### src/source/saturn_params.svh
`ifndef SATURN_PARAMS_SVH
`define SATURN_PARAMS_SVH

// one nibble of the serial datapath
`define SATURN_NIB_W 4

// A, B, C and D working registers
`define SATURN_WORD_W 64

// program counter, D0 and D1
`define SATURN_ADDR_W 20

// immediate operand of five nibbles
`define SATURN_IMM_W 20

// entries in the return stack
`define SATURN_RSTK_DEPTH 8

`endif

### src/source/saturn_pkg.sv
`default_nettype none

package saturn_pkg;

  // operations understood by the nibble-serial ALU
  typedef enum logic [4:0] {
    OP_ZERO     = 5'd0,
    OP_COPY     = 5'd1,
    OP_TWO_CMPL = 5'd2,
    OP_CLR_MASK = 5'd3,
    OP_SET_BIT  = 5'd4,
    OP_RST_BIT  = 5'd5,
    OP_JMP_REL3 = 5'd6,
    OP_JMP_REL4 = 5'd7,
    OP_JMP_ABS5 = 5'd8
  } alu_op_t;

  // register selects for dest, src1 and src2
  typedef enum logic [4:0] {
    REG_A   = 5'd0,
    REG_B   = 5'd1,
    REG_C   = 5'd2,
    REG_D   = 5'd3,
    REG_D0  = 5'd4,
    REG_D1  = 5'd5,
    REG_P   = 5'd6,
    REG_HST = 5'd7,
    REG_ST  = 5'd8,
    // IMM reads the instruction immediate
    REG_IMM = 5'd9
  } alu_reg_t;

endpackage

`default_nettype wire

### src/source/saturn_alu_ctrl_if.sv
`timescale 1ns/10ps
`default_nettype none

`include "saturn_params.svh"

interface alu_ctrl_if
  import saturn_pkg::*;
();

  alu_op_t                  op;
  alu_reg_t                 dest;
  alu_reg_t                 src1;
  alu_reg_t                 src2;
  logic [3:0]               field_start;
  logic [3:0]               field_last;
  logic [`SATURN_IMM_W-1:0] imm;
  logic                     push;
  logic                     pop;
  // ALU status back to the other blocks
  logic                     run;
  logic                     finish;

  modport latch (
    output op, dest, src1, src2, field_start, field_last, imm, push, pop,
    input  run
  );

  modport alu (
    input  op, dest, src1, src2, field_start, field_last, imm,
    output run, finish
  );

  modport pc (
    input op, push, pop, run, finish
  );

endinterface

`default_nettype wire

### src/source/saturn_phase_seq.sv
`timescale 1ns/10ps
`default_nettype none

module saturn_phase_seq (
  input  logic       i_clk,
  input  logic       i_reset,
  output logic [1:0] o_phase,
  output logic       o_en_fetch,
  output logic       o_en_prep,
  output logic       o_en_calc,
  output logic       o_en_save
);

  logic [1:0] phase;
  logic [1:0] phase_next;
  // one-hot with bit n high in phase n
  logic [3:0] en;

  assign phase_next = phase + 2'd1;

  // enables are registered so they stay low through reset
  always_ff @(posedge i_clk) begin
    if (i_reset) begin
      phase <= 2'd0;
      en    <= 4'b0000;
    end else begin
      phase <= phase_next;
      en    <= 4'b0001 << phase_next;
    end
  end

  assign o_phase    = phase;
  assign o_en_fetch = en[0];
  assign o_en_prep  = en[1];
  assign o_en_calc  = en[2];
  assign o_en_save  = en[3];

endmodule

`default_nettype wire

### src/source/saturn_ins_latch.sv
`timescale 1ns/10ps
`default_nettype none

`include "saturn_params.svh"

module saturn_ins_latch
  import saturn_pkg::*;
(
  input  logic                     i_clk,
  input  logic                     i_reset,
  input  logic                     i_en_fetch,
  input  logic                     i_en_save,
  input  logic                     i_ins_valid,
  input  alu_op_t                  i_ins_op,
  input  alu_reg_t                 i_ins_dest,
  input  alu_reg_t                 i_ins_src1,
  input  alu_reg_t                 i_ins_src2,
  input  logic [3:0]               i_field_start,
  input  logic [3:0]               i_field_last,
  input  logic [`SATURN_IMM_W-1:0] i_imm,
  input  logic                     i_push,
  input  logic                     i_pop,
  output logic                     o_ins_taken,
  output logic                     o_alu_init,
  alu_ctrl_if.latch                ctrl
);

  // an instruction has been taken but not yet handed to the ALU
  logic pending;
  logic take;

  // only in phase 0 and only while the ALU is idle
  assign take        = i_en_fetch && i_ins_valid && !ctrl.run && !pending;
  assign o_ins_taken = take;

  // init lands on phase 3 of the same round
  assign o_alu_init = i_en_save && pending;

  always_ff @(posedge i_clk) begin
    if (i_reset) begin
      pending <= 1'b0;
    end else if (take) begin
      pending <= 1'b1;
    end else if (o_alu_init) begin
      pending <= 1'b0;
    end
  end

  // fields stay put until the next take and are read directly by the ALU and PC unit
  always_ff @(posedge i_clk) begin
    if (take) begin
      ctrl.op          <= i_ins_op;
      ctrl.dest        <= i_ins_dest;
      ctrl.src1        <= i_ins_src1;
      ctrl.src2        <= i_ins_src2;
      ctrl.field_start <= i_field_start;
      ctrl.field_last  <= i_field_last;
      ctrl.imm         <= i_imm;
      ctrl.push        <= i_push;
      ctrl.pop         <= i_pop;
    end
  end

endmodule

`default_nettype wire

### src/source/saturn_alu.sv
`timescale 1ns/10ps
`default_nettype none

`include "saturn_params.svh"

module saturn_alu
  import saturn_pkg::*;
(
  input  logic                      i_clk,
  input  logic                      i_reset,
  input  logic                      i_en_prep,
  input  logic                      i_en_calc,
  input  logic                      i_en_save,
  input  logic                      i_alu_init,
  alu_ctrl_if.alu                   ctrl,
  output logic [`SATURN_ADDR_W-1:0] o_jump_off,
  output logic [`SATURN_ADDR_W-1:0] o_jump_base,
  input  logic [`SATURN_ADDR_W-1:0] i_pc,
  output logic                      o_stall,
  output logic [`SATURN_NIB_W-1:0]  o_reg_p,
  output logic [`SATURN_WORD_W-1:0] o_reg_a,
  output logic [`SATURN_WORD_W-1:0] o_reg_c,
  output logic [15:0]               o_st,
  output logic                      o_carry
);

  // working registers
  logic [`SATURN_WORD_W-1:0] reg_a;
  logic [`SATURN_WORD_W-1:0] reg_b;
  logic [`SATURN_WORD_W-1:0] reg_c;
  logic [`SATURN_WORD_W-1:0] reg_d;
  logic [`SATURN_ADDR_W-1:0] reg_d0;
  logic [`SATURN_ADDR_W-1:0] reg_d1;
  logic [`SATURN_NIB_W-1:0]  reg_p;
  logic [`SATURN_NIB_W-1:0]  reg_hst;
  logic [15:0]               reg_st;
  logic                      carry;

  // field walk
  logic                      run;
  logic [3:0]                f_pos;
  logic [3:0]                f_last;
  logic [3:0]                fld_off;
  logic                      first_nib;
  logic                      last_nib;

  // per-phase pipeline of one nibble
  logic [`SATURN_NIB_W-1:0]  src1_nib;
  logic [`SATURN_NIB_W-1:0]  src2_nib;
  logic [`SATURN_NIB_W-1:0]  p_src1;
  logic [`SATURN_NIB_W-1:0]  p_src2;
  logic                      p_carry;
  logic [`SATURN_NIB_W-1:0]  c_res;
  logic                      c_carry;
  logic                      nonzero;
  logic [`SATURN_NIB_W:0]    neg_sum;

  logic [`SATURN_IMM_W-1:0]  imm_shifted;
  logic [`SATURN_WORD_W-1:0] d0_ext;
  logic [`SATURN_WORD_W-1:0] d1_ext;

  logic [`SATURN_ADDR_W-1:0] jump_off;
  logic [`SATURN_ADDR_W-1:0] jump_next;
  logic [`SATURN_ADDR_W-1:0] jump_base;

  assign fld_off   = f_pos - ctrl.field_start;
  assign first_nib = (f_pos == ctrl.field_start);
  assign last_nib  = (f_pos == f_last);

  // immediate nibbles count from the original field start
  assign imm_shifted = ctrl.imm >> {fld_off, 2'b00};

  // nibbles above the 20-bit registers read as zero
  assign d0_ext = {{(`SATURN_WORD_W - `SATURN_ADDR_W){1'b0}}, reg_d0};
  assign d1_ext = {{(`SATURN_WORD_W - `SATURN_ADDR_W){1'b0}}, reg_d1};

  function automatic logic [`SATURN_NIB_W-1:0] pick_nib(input alu_reg_t sel);
    logic [`SATURN_NIB_W-1:0] nib;
    case (sel)
      REG_A:   nib = reg_a[{f_pos, 2'b00} +: `SATURN_NIB_W];
      REG_B:   nib = reg_b[{f_pos, 2'b00} +: `SATURN_NIB_W];
      REG_C:   nib = reg_c[{f_pos, 2'b00} +: `SATURN_NIB_W];
      REG_D:   nib = reg_d[{f_pos, 2'b00} +: `SATURN_NIB_W];
      REG_D0:  nib = d0_ext[{f_pos, 2'b00} +: `SATURN_NIB_W];
      REG_D1:  nib = d1_ext[{f_pos, 2'b00} +: `SATURN_NIB_W];
      REG_P:   nib = reg_p;
      REG_HST: nib = reg_hst;
      REG_IMM: nib = imm_shifted[`SATURN_NIB_W-1:0];
      default: nib = '0;
    endcase
    return nib;
  endfunction

  always_comb begin
    src1_nib = pick_nib(ctrl.src1);
    src2_nib = pick_nib(ctrl.src2);
  end

  // ~x + 1 on the first nibble, then the carry ripples upward
  assign neg_sum = {1'b0, ~p_src1} + {{`SATURN_NIB_W{1'b0}}, p_carry};

  // jump offset with the current nibble merged in
  always_comb begin
    jump_next = first_nib ? '0 : jump_off;
    if (fld_off < 4'd5) begin
      jump_next[{fld_off[2:0], 2'b00} +: `SATURN_NIB_W] = p_src1;
    end
    // top nibble of a relative offset is the sign
    if (last_nib) begin
      case (ctrl.op)
        OP_JMP_REL3: jump_next = {{8{p_src1[3]}}, p_src1, jump_next[7:0]};
        OP_JMP_REL4: jump_next = {{4{p_src1[3]}}, p_src1, jump_next[11:0]};
        default:     jump_next = jump_next;
      endcase
    end
  end

  always_ff @(posedge i_clk) begin
    if (i_alu_init) begin
      jump_base <= i_pc;
    end
    if (i_en_prep && run) begin
      p_src1  <= src1_nib;
      p_src2  <= src2_nib;
      p_carry <= first_nib ? 1'b1 : c_carry;
    end
    if (i_en_calc && run) begin
      case (ctrl.op)
        OP_ZERO: c_res <= '0;
        OP_COPY, OP_SET_BIT, OP_RST_BIT: c_res <= p_src1;
        OP_TWO_CMPL: begin
          c_res   <= neg_sum[`SATURN_NIB_W-1:0];
          c_carry <= neg_sum[`SATURN_NIB_W];
          nonzero <= (p_src1 != '0) || (!first_nib && nonzero);
        end
        OP_CLR_MASK: c_res <= p_src1 & ~p_src2;
        OP_JMP_REL3, OP_JMP_REL4, OP_JMP_ABS5: jump_off <= jump_next;
        default: c_res <= '0;
      endcase
    end
  end

  always_ff @(posedge i_clk) begin
    if (i_reset) begin
      run     <= 1'b0;
      f_pos   <= 4'd0;
      f_last  <= 4'd0;
      reg_a   <= '0;
      reg_b   <= '0;
      reg_c   <= '0;
      reg_d   <= '0;
      reg_d0  <= '0;
      reg_d1  <= '0;
      reg_p   <= '0;
      reg_hst <= '0;
      reg_st  <= '0;
      carry   <= 1'b0;
    end else if (i_alu_init) begin
      run    <= 1'b1;
      f_pos  <= ctrl.field_start;
      f_last <= ctrl.field_last;
    end else if (i_en_save && run) begin
      case (ctrl.op)
        OP_ZERO, OP_COPY, OP_TWO_CMPL, OP_CLR_MASK: begin
          case (ctrl.dest)
            REG_A:   reg_a[{f_pos, 2'b00} +: `SATURN_NIB_W] <= c_res;
            REG_B:   reg_b[{f_pos, 2'b00} +: `SATURN_NIB_W] <= c_res;
            REG_C:   reg_c[{f_pos, 2'b00} +: `SATURN_NIB_W] <= c_res;
            REG_D:   reg_d[{f_pos, 2'b00} +: `SATURN_NIB_W] <= c_res;
            REG_D0: begin
              if (f_pos < 4'd5) reg_d0[{f_pos[2:0], 2'b00} +: `SATURN_NIB_W] <= c_res;
            end
            REG_D1: begin
              if (f_pos < 4'd5) reg_d1[{f_pos[2:0], 2'b00} +: `SATURN_NIB_W] <= c_res;
            end
            REG_ST: begin
              if (f_pos < 4'd4) reg_st[{f_pos[1:0], 2'b00} +: `SATURN_NIB_W] <= c_res;
            end
            REG_P:   reg_p   <= c_res;
            REG_HST: reg_hst <= c_res;
            default: reg_p   <= reg_p;
          endcase
        end
        // the nibble is a bit index into ST
        OP_SET_BIT, OP_RST_BIT: begin
          if (ctrl.dest == REG_ST) reg_st[c_res] <= (ctrl.op == OP_SET_BIT);
        end
        default: reg_st <= reg_st;
      endcase
      f_pos <= f_pos + 4'd1;
      if (last_nib) begin
        run <= 1'b0;
        if (ctrl.op == OP_TWO_CMPL) carry <= nonzero;
      end
    end
  end

  assign ctrl.run    = run;
  assign ctrl.finish = run && i_en_save && last_nib;

  assign o_jump_off  = jump_off;
  assign o_jump_base = jump_base;
  assign o_stall     = run;
  assign o_reg_p     = reg_p;
  assign o_reg_a     = reg_a;
  assign o_reg_c     = reg_c;
  assign o_st        = reg_st;
  assign o_carry     = carry;

endmodule

`default_nettype wire

### src/source/saturn_pc_unit.sv
`timescale 1ns/10ps
`default_nettype none

`include "saturn_params.svh"

module saturn_pc_unit
  import saturn_pkg::*;
(
  input  logic                      i_clk,
  input  logic                      i_reset,
  input  logic                      i_en_save,
  input  logic                      i_stall,
  input  logic [`SATURN_ADDR_W-1:0] i_jump_off,
  input  logic [`SATURN_ADDR_W-1:0] i_jump_base,
  alu_ctrl_if.pc                    ctrl,
  output logic [`SATURN_ADDR_W-1:0] o_pc
);

  logic [`SATURN_ADDR_W-1:0] pc;
  logic [`SATURN_ADDR_W-1:0] rstk [`SATURN_RSTK_DEPTH];
  logic [2:0]                rstk_ptr;
  logic                      is_jump;
  logic                      finishing;
  logic [`SATURN_ADDR_W-1:0] jump_target;

  assign is_jump     = ctrl.op inside {OP_JMP_REL3, OP_JMP_REL4, OP_JMP_ABS5};
  assign finishing   = i_en_save && ctrl.run && ctrl.finish;
  assign jump_target = (ctrl.op == OP_JMP_ABS5) ? i_jump_off : i_jump_base + i_jump_off;

  // pop wins over a jump target and both win over the increment
  always_ff @(posedge i_clk) begin
    if (i_reset) begin
      pc       <= '1;
      rstk_ptr <= 3'd0;
    end else if (finishing) begin
      if (ctrl.pop) begin
        pc       <= rstk[rstk_ptr - 3'd1];
        rstk_ptr <= rstk_ptr - 3'd1;
      end else begin
        if (is_jump) pc <= jump_target;
        if (ctrl.push) rstk_ptr <= rstk_ptr + 3'd1;
      end
    end else if (i_en_save && !i_stall) begin
      pc <= pc + 1'b1;
    end
  end

  // return address is the PC seen when the instruction was taken
  always_ff @(posedge i_clk) begin
    if (finishing && ctrl.push && !ctrl.pop) begin
      rstk[rstk_ptr] <= i_jump_base;
    end
  end

  assign o_pc = pc;

endmodule

`default_nettype wire

### src/source/saturn_core.sv
`timescale 1ns/10ps
`default_nettype none

`include "saturn_params.svh"

module saturn_core
  import saturn_pkg::*;
(
  input  logic                      i_clk,
  input  logic                      i_reset,
  input  logic                      i_ins_valid,
  input  alu_op_t                   i_ins_op,
  input  alu_reg_t                  i_ins_dest,
  input  alu_reg_t                  i_ins_src1,
  input  alu_reg_t                  i_ins_src2,
  input  logic [3:0]                i_field_start,
  input  logic [3:0]                i_field_last,
  input  logic [`SATURN_IMM_W-1:0]  i_imm,
  input  logic                      i_push,
  input  logic                      i_pop,
  output logic                      o_ins_taken,
  output logic                      o_stall,
  output logic [`SATURN_ADDR_W-1:0] o_pc,
  output logic [`SATURN_NIB_W-1:0]  o_reg_p,
  output logic [`SATURN_WORD_W-1:0] o_reg_a,
  output logic [`SATURN_WORD_W-1:0] o_reg_c,
  output logic [15:0]               o_st,
  output logic                      o_carry
);

  logic                      en_fetch;
  logic                      en_prep;
  logic                      en_calc;
  logic                      en_save;
  logic                      alu_init;
  logic [`SATURN_ADDR_W-1:0] jump_off;
  logic [`SATURN_ADDR_W-1:0] jump_base;

  alu_ctrl_if ctrl_if ();

  saturn_phase_seq saturn_phase_seq_inst (
    .i_clk      (i_clk),
    .i_reset    (i_reset),
    .o_phase    (),
    .o_en_fetch (en_fetch),
    .o_en_prep  (en_prep),
    .o_en_calc  (en_calc),
    .o_en_save  (en_save)
  );

  saturn_ins_latch saturn_ins_latch_inst (
    .i_clk         (i_clk),
    .i_reset       (i_reset),
    .i_en_fetch    (en_fetch),
    .i_en_save     (en_save),
    .i_ins_valid   (i_ins_valid),
    .i_ins_op      (i_ins_op),
    .i_ins_dest    (i_ins_dest),
    .i_ins_src1    (i_ins_src1),
    .i_ins_src2    (i_ins_src2),
    .i_field_start (i_field_start),
    .i_field_last  (i_field_last),
    .i_imm         (i_imm),
    .i_push        (i_push),
    .i_pop         (i_pop),
    .o_ins_taken   (o_ins_taken),
    .o_alu_init    (alu_init),
    .ctrl          (ctrl_if.latch)
  );

  saturn_alu saturn_alu_inst (
    .i_clk       (i_clk),
    .i_reset     (i_reset),
    .i_en_prep   (en_prep),
    .i_en_calc   (en_calc),
    .i_en_save   (en_save),
    .i_alu_init  (alu_init),
    .ctrl        (ctrl_if.alu),
    .o_jump_off  (jump_off),
    .o_jump_base (jump_base),
    .i_pc        (o_pc),
    .o_stall     (o_stall),
    .o_reg_p     (o_reg_p),
    .o_reg_a     (o_reg_a),
    .o_reg_c     (o_reg_c),
    .o_st        (o_st),
    .o_carry     (o_carry)
  );

  saturn_pc_unit saturn_pc_unit_inst (
    .i_clk       (i_clk),
    .i_reset     (i_reset),
    .i_en_save   (en_save),
    .i_stall     (o_stall),
    .i_jump_off  (jump_off),
    .i_jump_base (jump_base),
    .ctrl        (ctrl_if.pc),
    .o_pc        (o_pc)
  );

endmodule

`default_nettype wire

### config.mk
export PLATFORM = sky130hd
export DESIGN_NAME = saturn_core
export DESIGN_NICKNAME = d
export VERILOG_FILES = /design/src/source/saturn_pkg.sv /design/src/source/saturn_alu_ctrl_if.sv /design/src/source/saturn_phase_seq.sv /design/src/source/saturn_ins_latch.sv /design/src/source/saturn_alu.sv /design/src/source/saturn_pc_unit.sv /design/src/source/saturn_core.sv
export VERILOG_INCLUDE_DIRS = /design/src /design/src/source
export SDC_FILE = /design/constraint.sdc
export NUM_CORES = 1
export LEC_CHECK = 0
export BUFFER_PORTS_ARGS = -buffer_cell sky130_fd_sc_hd__buf_2
export CAP_MARGIN = 20
export CORE_ASPECT_RATIO = 1.5
export CORE_MARGIN = 2
export CORE_UTILIZATION = 60
export CTS_CLUSTER_DIAMETER = 50
export DETAILED_ROUTE_END_ITERATION = 8
export PLACE_DENSITY_LB_ADDON = 0.25
export SETUP_SLACK_MARGIN = 0.1
export SKIP_LAST_GASP = 1
export SLEW_MARGIN = 20
export SYNTH_ARGS = -nofsm -noshare
export SYNTH_HDL_FRONTEND = slang
export SYNTH_SLANG_ARGS = --single-unit
### constraint.sdc
create_clock -name i_clk -period 6.4 [get_ports i_clk]
set_input_delay 0.64 -clock i_clk [delete_from_list [all_inputs] [get_ports i_clk]]
set_output_delay 0.64 -clock i_clk [all_outputs]
set_load 0.01 [all_outputs]
==> impl_metrics.ini <==
[setup_path]
crit_type = flip-flop to flip-flop
critical_path.startpoint = saturn_alu_inst.f_pos[1]
cp-end-kind = flip-flop
cp_max_fo = 40
path_buf_inv = 1
slowest_stage = ha_1
cp.required_ps = 6970
path_delay_family = simple AND/OR/NAND/NOR gates
r2r-start = saturn_alu_inst.f_pos[1]
cpPeakStageDelay_ps = 950
path_cells = inv_1 > ha_1 > ha_1 > nor2b_1 > nand2_1 > nor2_1 > nand2_1 > a21oi_1
cp_data_arrival_time_ps = 5390
cp-start-kind = flip-flop

[run_status]
run_status = finished, final reports clean

[cells_and_area]
final_common_cell = nand2_1
finalCoreUtilization = 0.679
num-fill-cells = 3778
area_delta_synth_final_pct = 12.2
insertedDiodeCount = 0
nNetsFinal = 3135
stdcell_count = 3754
drive_gt1_frac = 0.183
most-common-layout-cells = 421 x nand2_1, 355 x dfxtp_1, 322 x a21oi_1

[sta]
finalClockSkew_ps = 34.2
finalHoldViolations = 0
maxSlewHeadroom = 0.249
fmax_mhz = 208
drv_slew = 0
finalSetupViolations = 0
timing.final.crit_period_ps = 4820
tns_ps = 0
rsz0062_at_grt = no
tightest_slew_ps = 1120
fin_crit_sh = 0.752

[cts]
cts_resized = 0
cts.reportedPaths.clkPinSlew_ps = 70
htree_levels = 2
cts.sinks = 625
cts_setup_buffers = 0
cts_root_buf = clkbuf_16
clk_latency_ps = 660
cts_tree = built
cts.path.max_buffers = 3
cts_buffers = 58
cts-hold-fix-buffers = 0

[synthesis]
yosysTopAreaCell = edfxtp_1
syn_inst = 2931
synth_ff_type = dfxtp_1
syn-num-nets = 3024
yosys.cell_types.count = 84
synth-seq-cells = 625
yosysWarnings = 0
netlist_area_um2 = 29900
synth_top_cell_area_share = 0.266
syn_area_per_cell_um2 = 10.2
async_reset_ff_frac = 0
netlist_top_cells_area = edfxtp_1 27%, dfxtp_1 24%, mux4_2 10%, a21oi_1 5.4%, nand2_1 5.3%
ys_seq_area_frac = 0.507
synth_edf_count = 265

[detailed_routing]
vias_per_cell = 6.68
drtIter0Drc = 2557
postRouteWirelength_um = 99800
wl_per_cell_um = 26.6
firstDrtPassIters = 6
vias = 25100
drc = 0
postRouteAntennaNets = 0

[die]
die_w_um = 186
core-area_um2 = 49400
fp-row-count = 100
die_h_um = 278
io_pins = 224
die_area_um2 = 51700
start_util = 0.606

[grt]
overflow = 0
grt_max_degree = 270
antenna_found_initial = 0
grt_pass1_vias = 24500
grt_first_pass_wirelength_um = 148000
grt_usage = 0.379

[placed_design]
dp_hpwl_um = 69000
dp.cells = 3644
gp_congestion = 1.03
port_buffers = 223

[min_path]
hp-start = i_ins_src2[3]
worstHoldPathType = input pin to flip-flop

[pwr]
power.leakage_nw = 12.1
powerDensity_nw_per_um2 = 252
peakVddDrop_mv = 0.286

[flow_run]
drv_cap = 0
## metrics by stage
stage / power (mW) / cell area, um^2 / hold WS (ps) / setup WS, ps
finish: 8.45 / 33600 / 167 / 1580
global route: 8.64 / 33600 / 164 / 1380
CTS: 8.45 / 33500 / 158 / 1760
detailed placement: 4.59 / 31300 / 441 / 1760
global placement: 4.58 / 31300 / 435 / 1960
floorplan: 4.49 / 29900 / 429 / 1430
## registers in the layout (all words and copies together), names as in the netlist, 5 cells and up
register and count:
saturn_alu_inst.o_jump_base 20, saturn_alu_inst.o_jump_off 20, saturn_alu_inst.o_reg_a 64, saturn_alu_inst.o_reg_c 64, saturn_alu_inst.o_st 16, saturn_alu_inst.reg_b 64, saturn_alu_inst.reg_d 64, saturn_alu_inst.reg_d0 20
saturn_alu_inst.reg_d1 20, saturn_ins_latch_inst.ctrl.dest 5, saturn_ins_latch_inst.ctrl.imm 20, saturn_ins_latch_inst.ctrl.op 5, saturn_ins_latch_inst.ctrl.src1 5, saturn_ins_latch_inst.ctrl.src2 5, saturn_pc_unit_inst.o_pc 20, saturn_pc_unit_inst.rstk 160
## layout make-up
| type | count | area (um^2) | area share |
|---|---|---|---|
| Tap cell | 663 | 830 | 0.0247 |
| Sequential cell | 625 | 15200 | 0.452 |
| Timing Repair Buffer | 265 | 1470 | 0.0439 |
| Inverter | 26 | 97.6 | 0.00291 |
| Clock inverter | 24 | 380 | 0.0113 |
| Multi-Input combinational cell | 2066 | 13800 | 0.410 |
| Clock buffer | 85 | 1840 | 0.0547 |
## kinds of logic (layout without fill, tap and decap cells)
family / Yosys count / count (layout) / synth area share
buffers and inverters: 240 / 400 / 0.0353
muxes: 266 / 266 / 0.146
xor gates and xnor gates: 24 / 24 / 0.00765
and+or+nand+nor: 1030 / 1030 / 0.156
AOI/OAI and AO/OA: 706 / 706 / 0.131
adders and majority gates: 40 / 40 / 0.0172
DFF: 625 / 625 / 0.507
## per-layer routing
metal | share of wire | wire [um] | vias to the layer above | track usage
met5 | 0 | 0 | - | 0
met4 | 0.10 | 10100 | 0 | 0.329
met3 | 0.078 | 7770 | 479 | 0.0636
met2 | 0.49 | 48800 | 1523 | 0.642
met1 | 0.33 | 33000 | 12100 | 0.412
li1 | - | - | 11000 | -
## power breakdown
part | switching [mW] | total (mW) | internal, mW
Clock | 1.61 | 3.94 | 2.33
Sequential | 0.0332 | 4.18 | 4.14
Combinational | 0.227 | 0.338 | 0.111
## synth_stat cells (6+ instances only)
master,n
a22o_1,6
a311oi_1,6
a31oi_1,16
nor2_1,252
mux2i_1,108
inv_1,24
buf_1,15
a22oi_1,11
nand4_1,16
or3_1,8
nand2b_1,9
o22ai_1,7
nand2_1,421
nand3b_1,18
mux4_2,135
edfxtp_1,265
clkbuf_1,138
o21a_1,7
nor4_1,17
o21ai_1,50
nand3_1,153
ha_1,38
a221oi_1,9
xor2_1,18
a21o_1,11
buf_2,45
o21bai_1,6
o21ai_0,195
o211ai_1,8
a21oi_1,322
dfxtp_1,360
nor3_1,46
mux2_2,21
and2_1,11
and3_1,28
nor2b_1,12
buf_6,9
a211oi_1,19
## final timing paths
check | to | slack [ps] | depth (start not counted)
worst min-delay path | saturn_ins_latch_inst.ctrl.src2[3] | 170 | 1
worst min register to register | saturn_alu_inst.reg_d1[8] | 460 | 2
worst max register to register | saturn_alu_inst.reg_b[18] | 1580 | 8
worst max-delay path | saturn_alu_inst.reg_b[18] | 1580 | 8
Note: power is estimated with default switching activity, not from simulation.
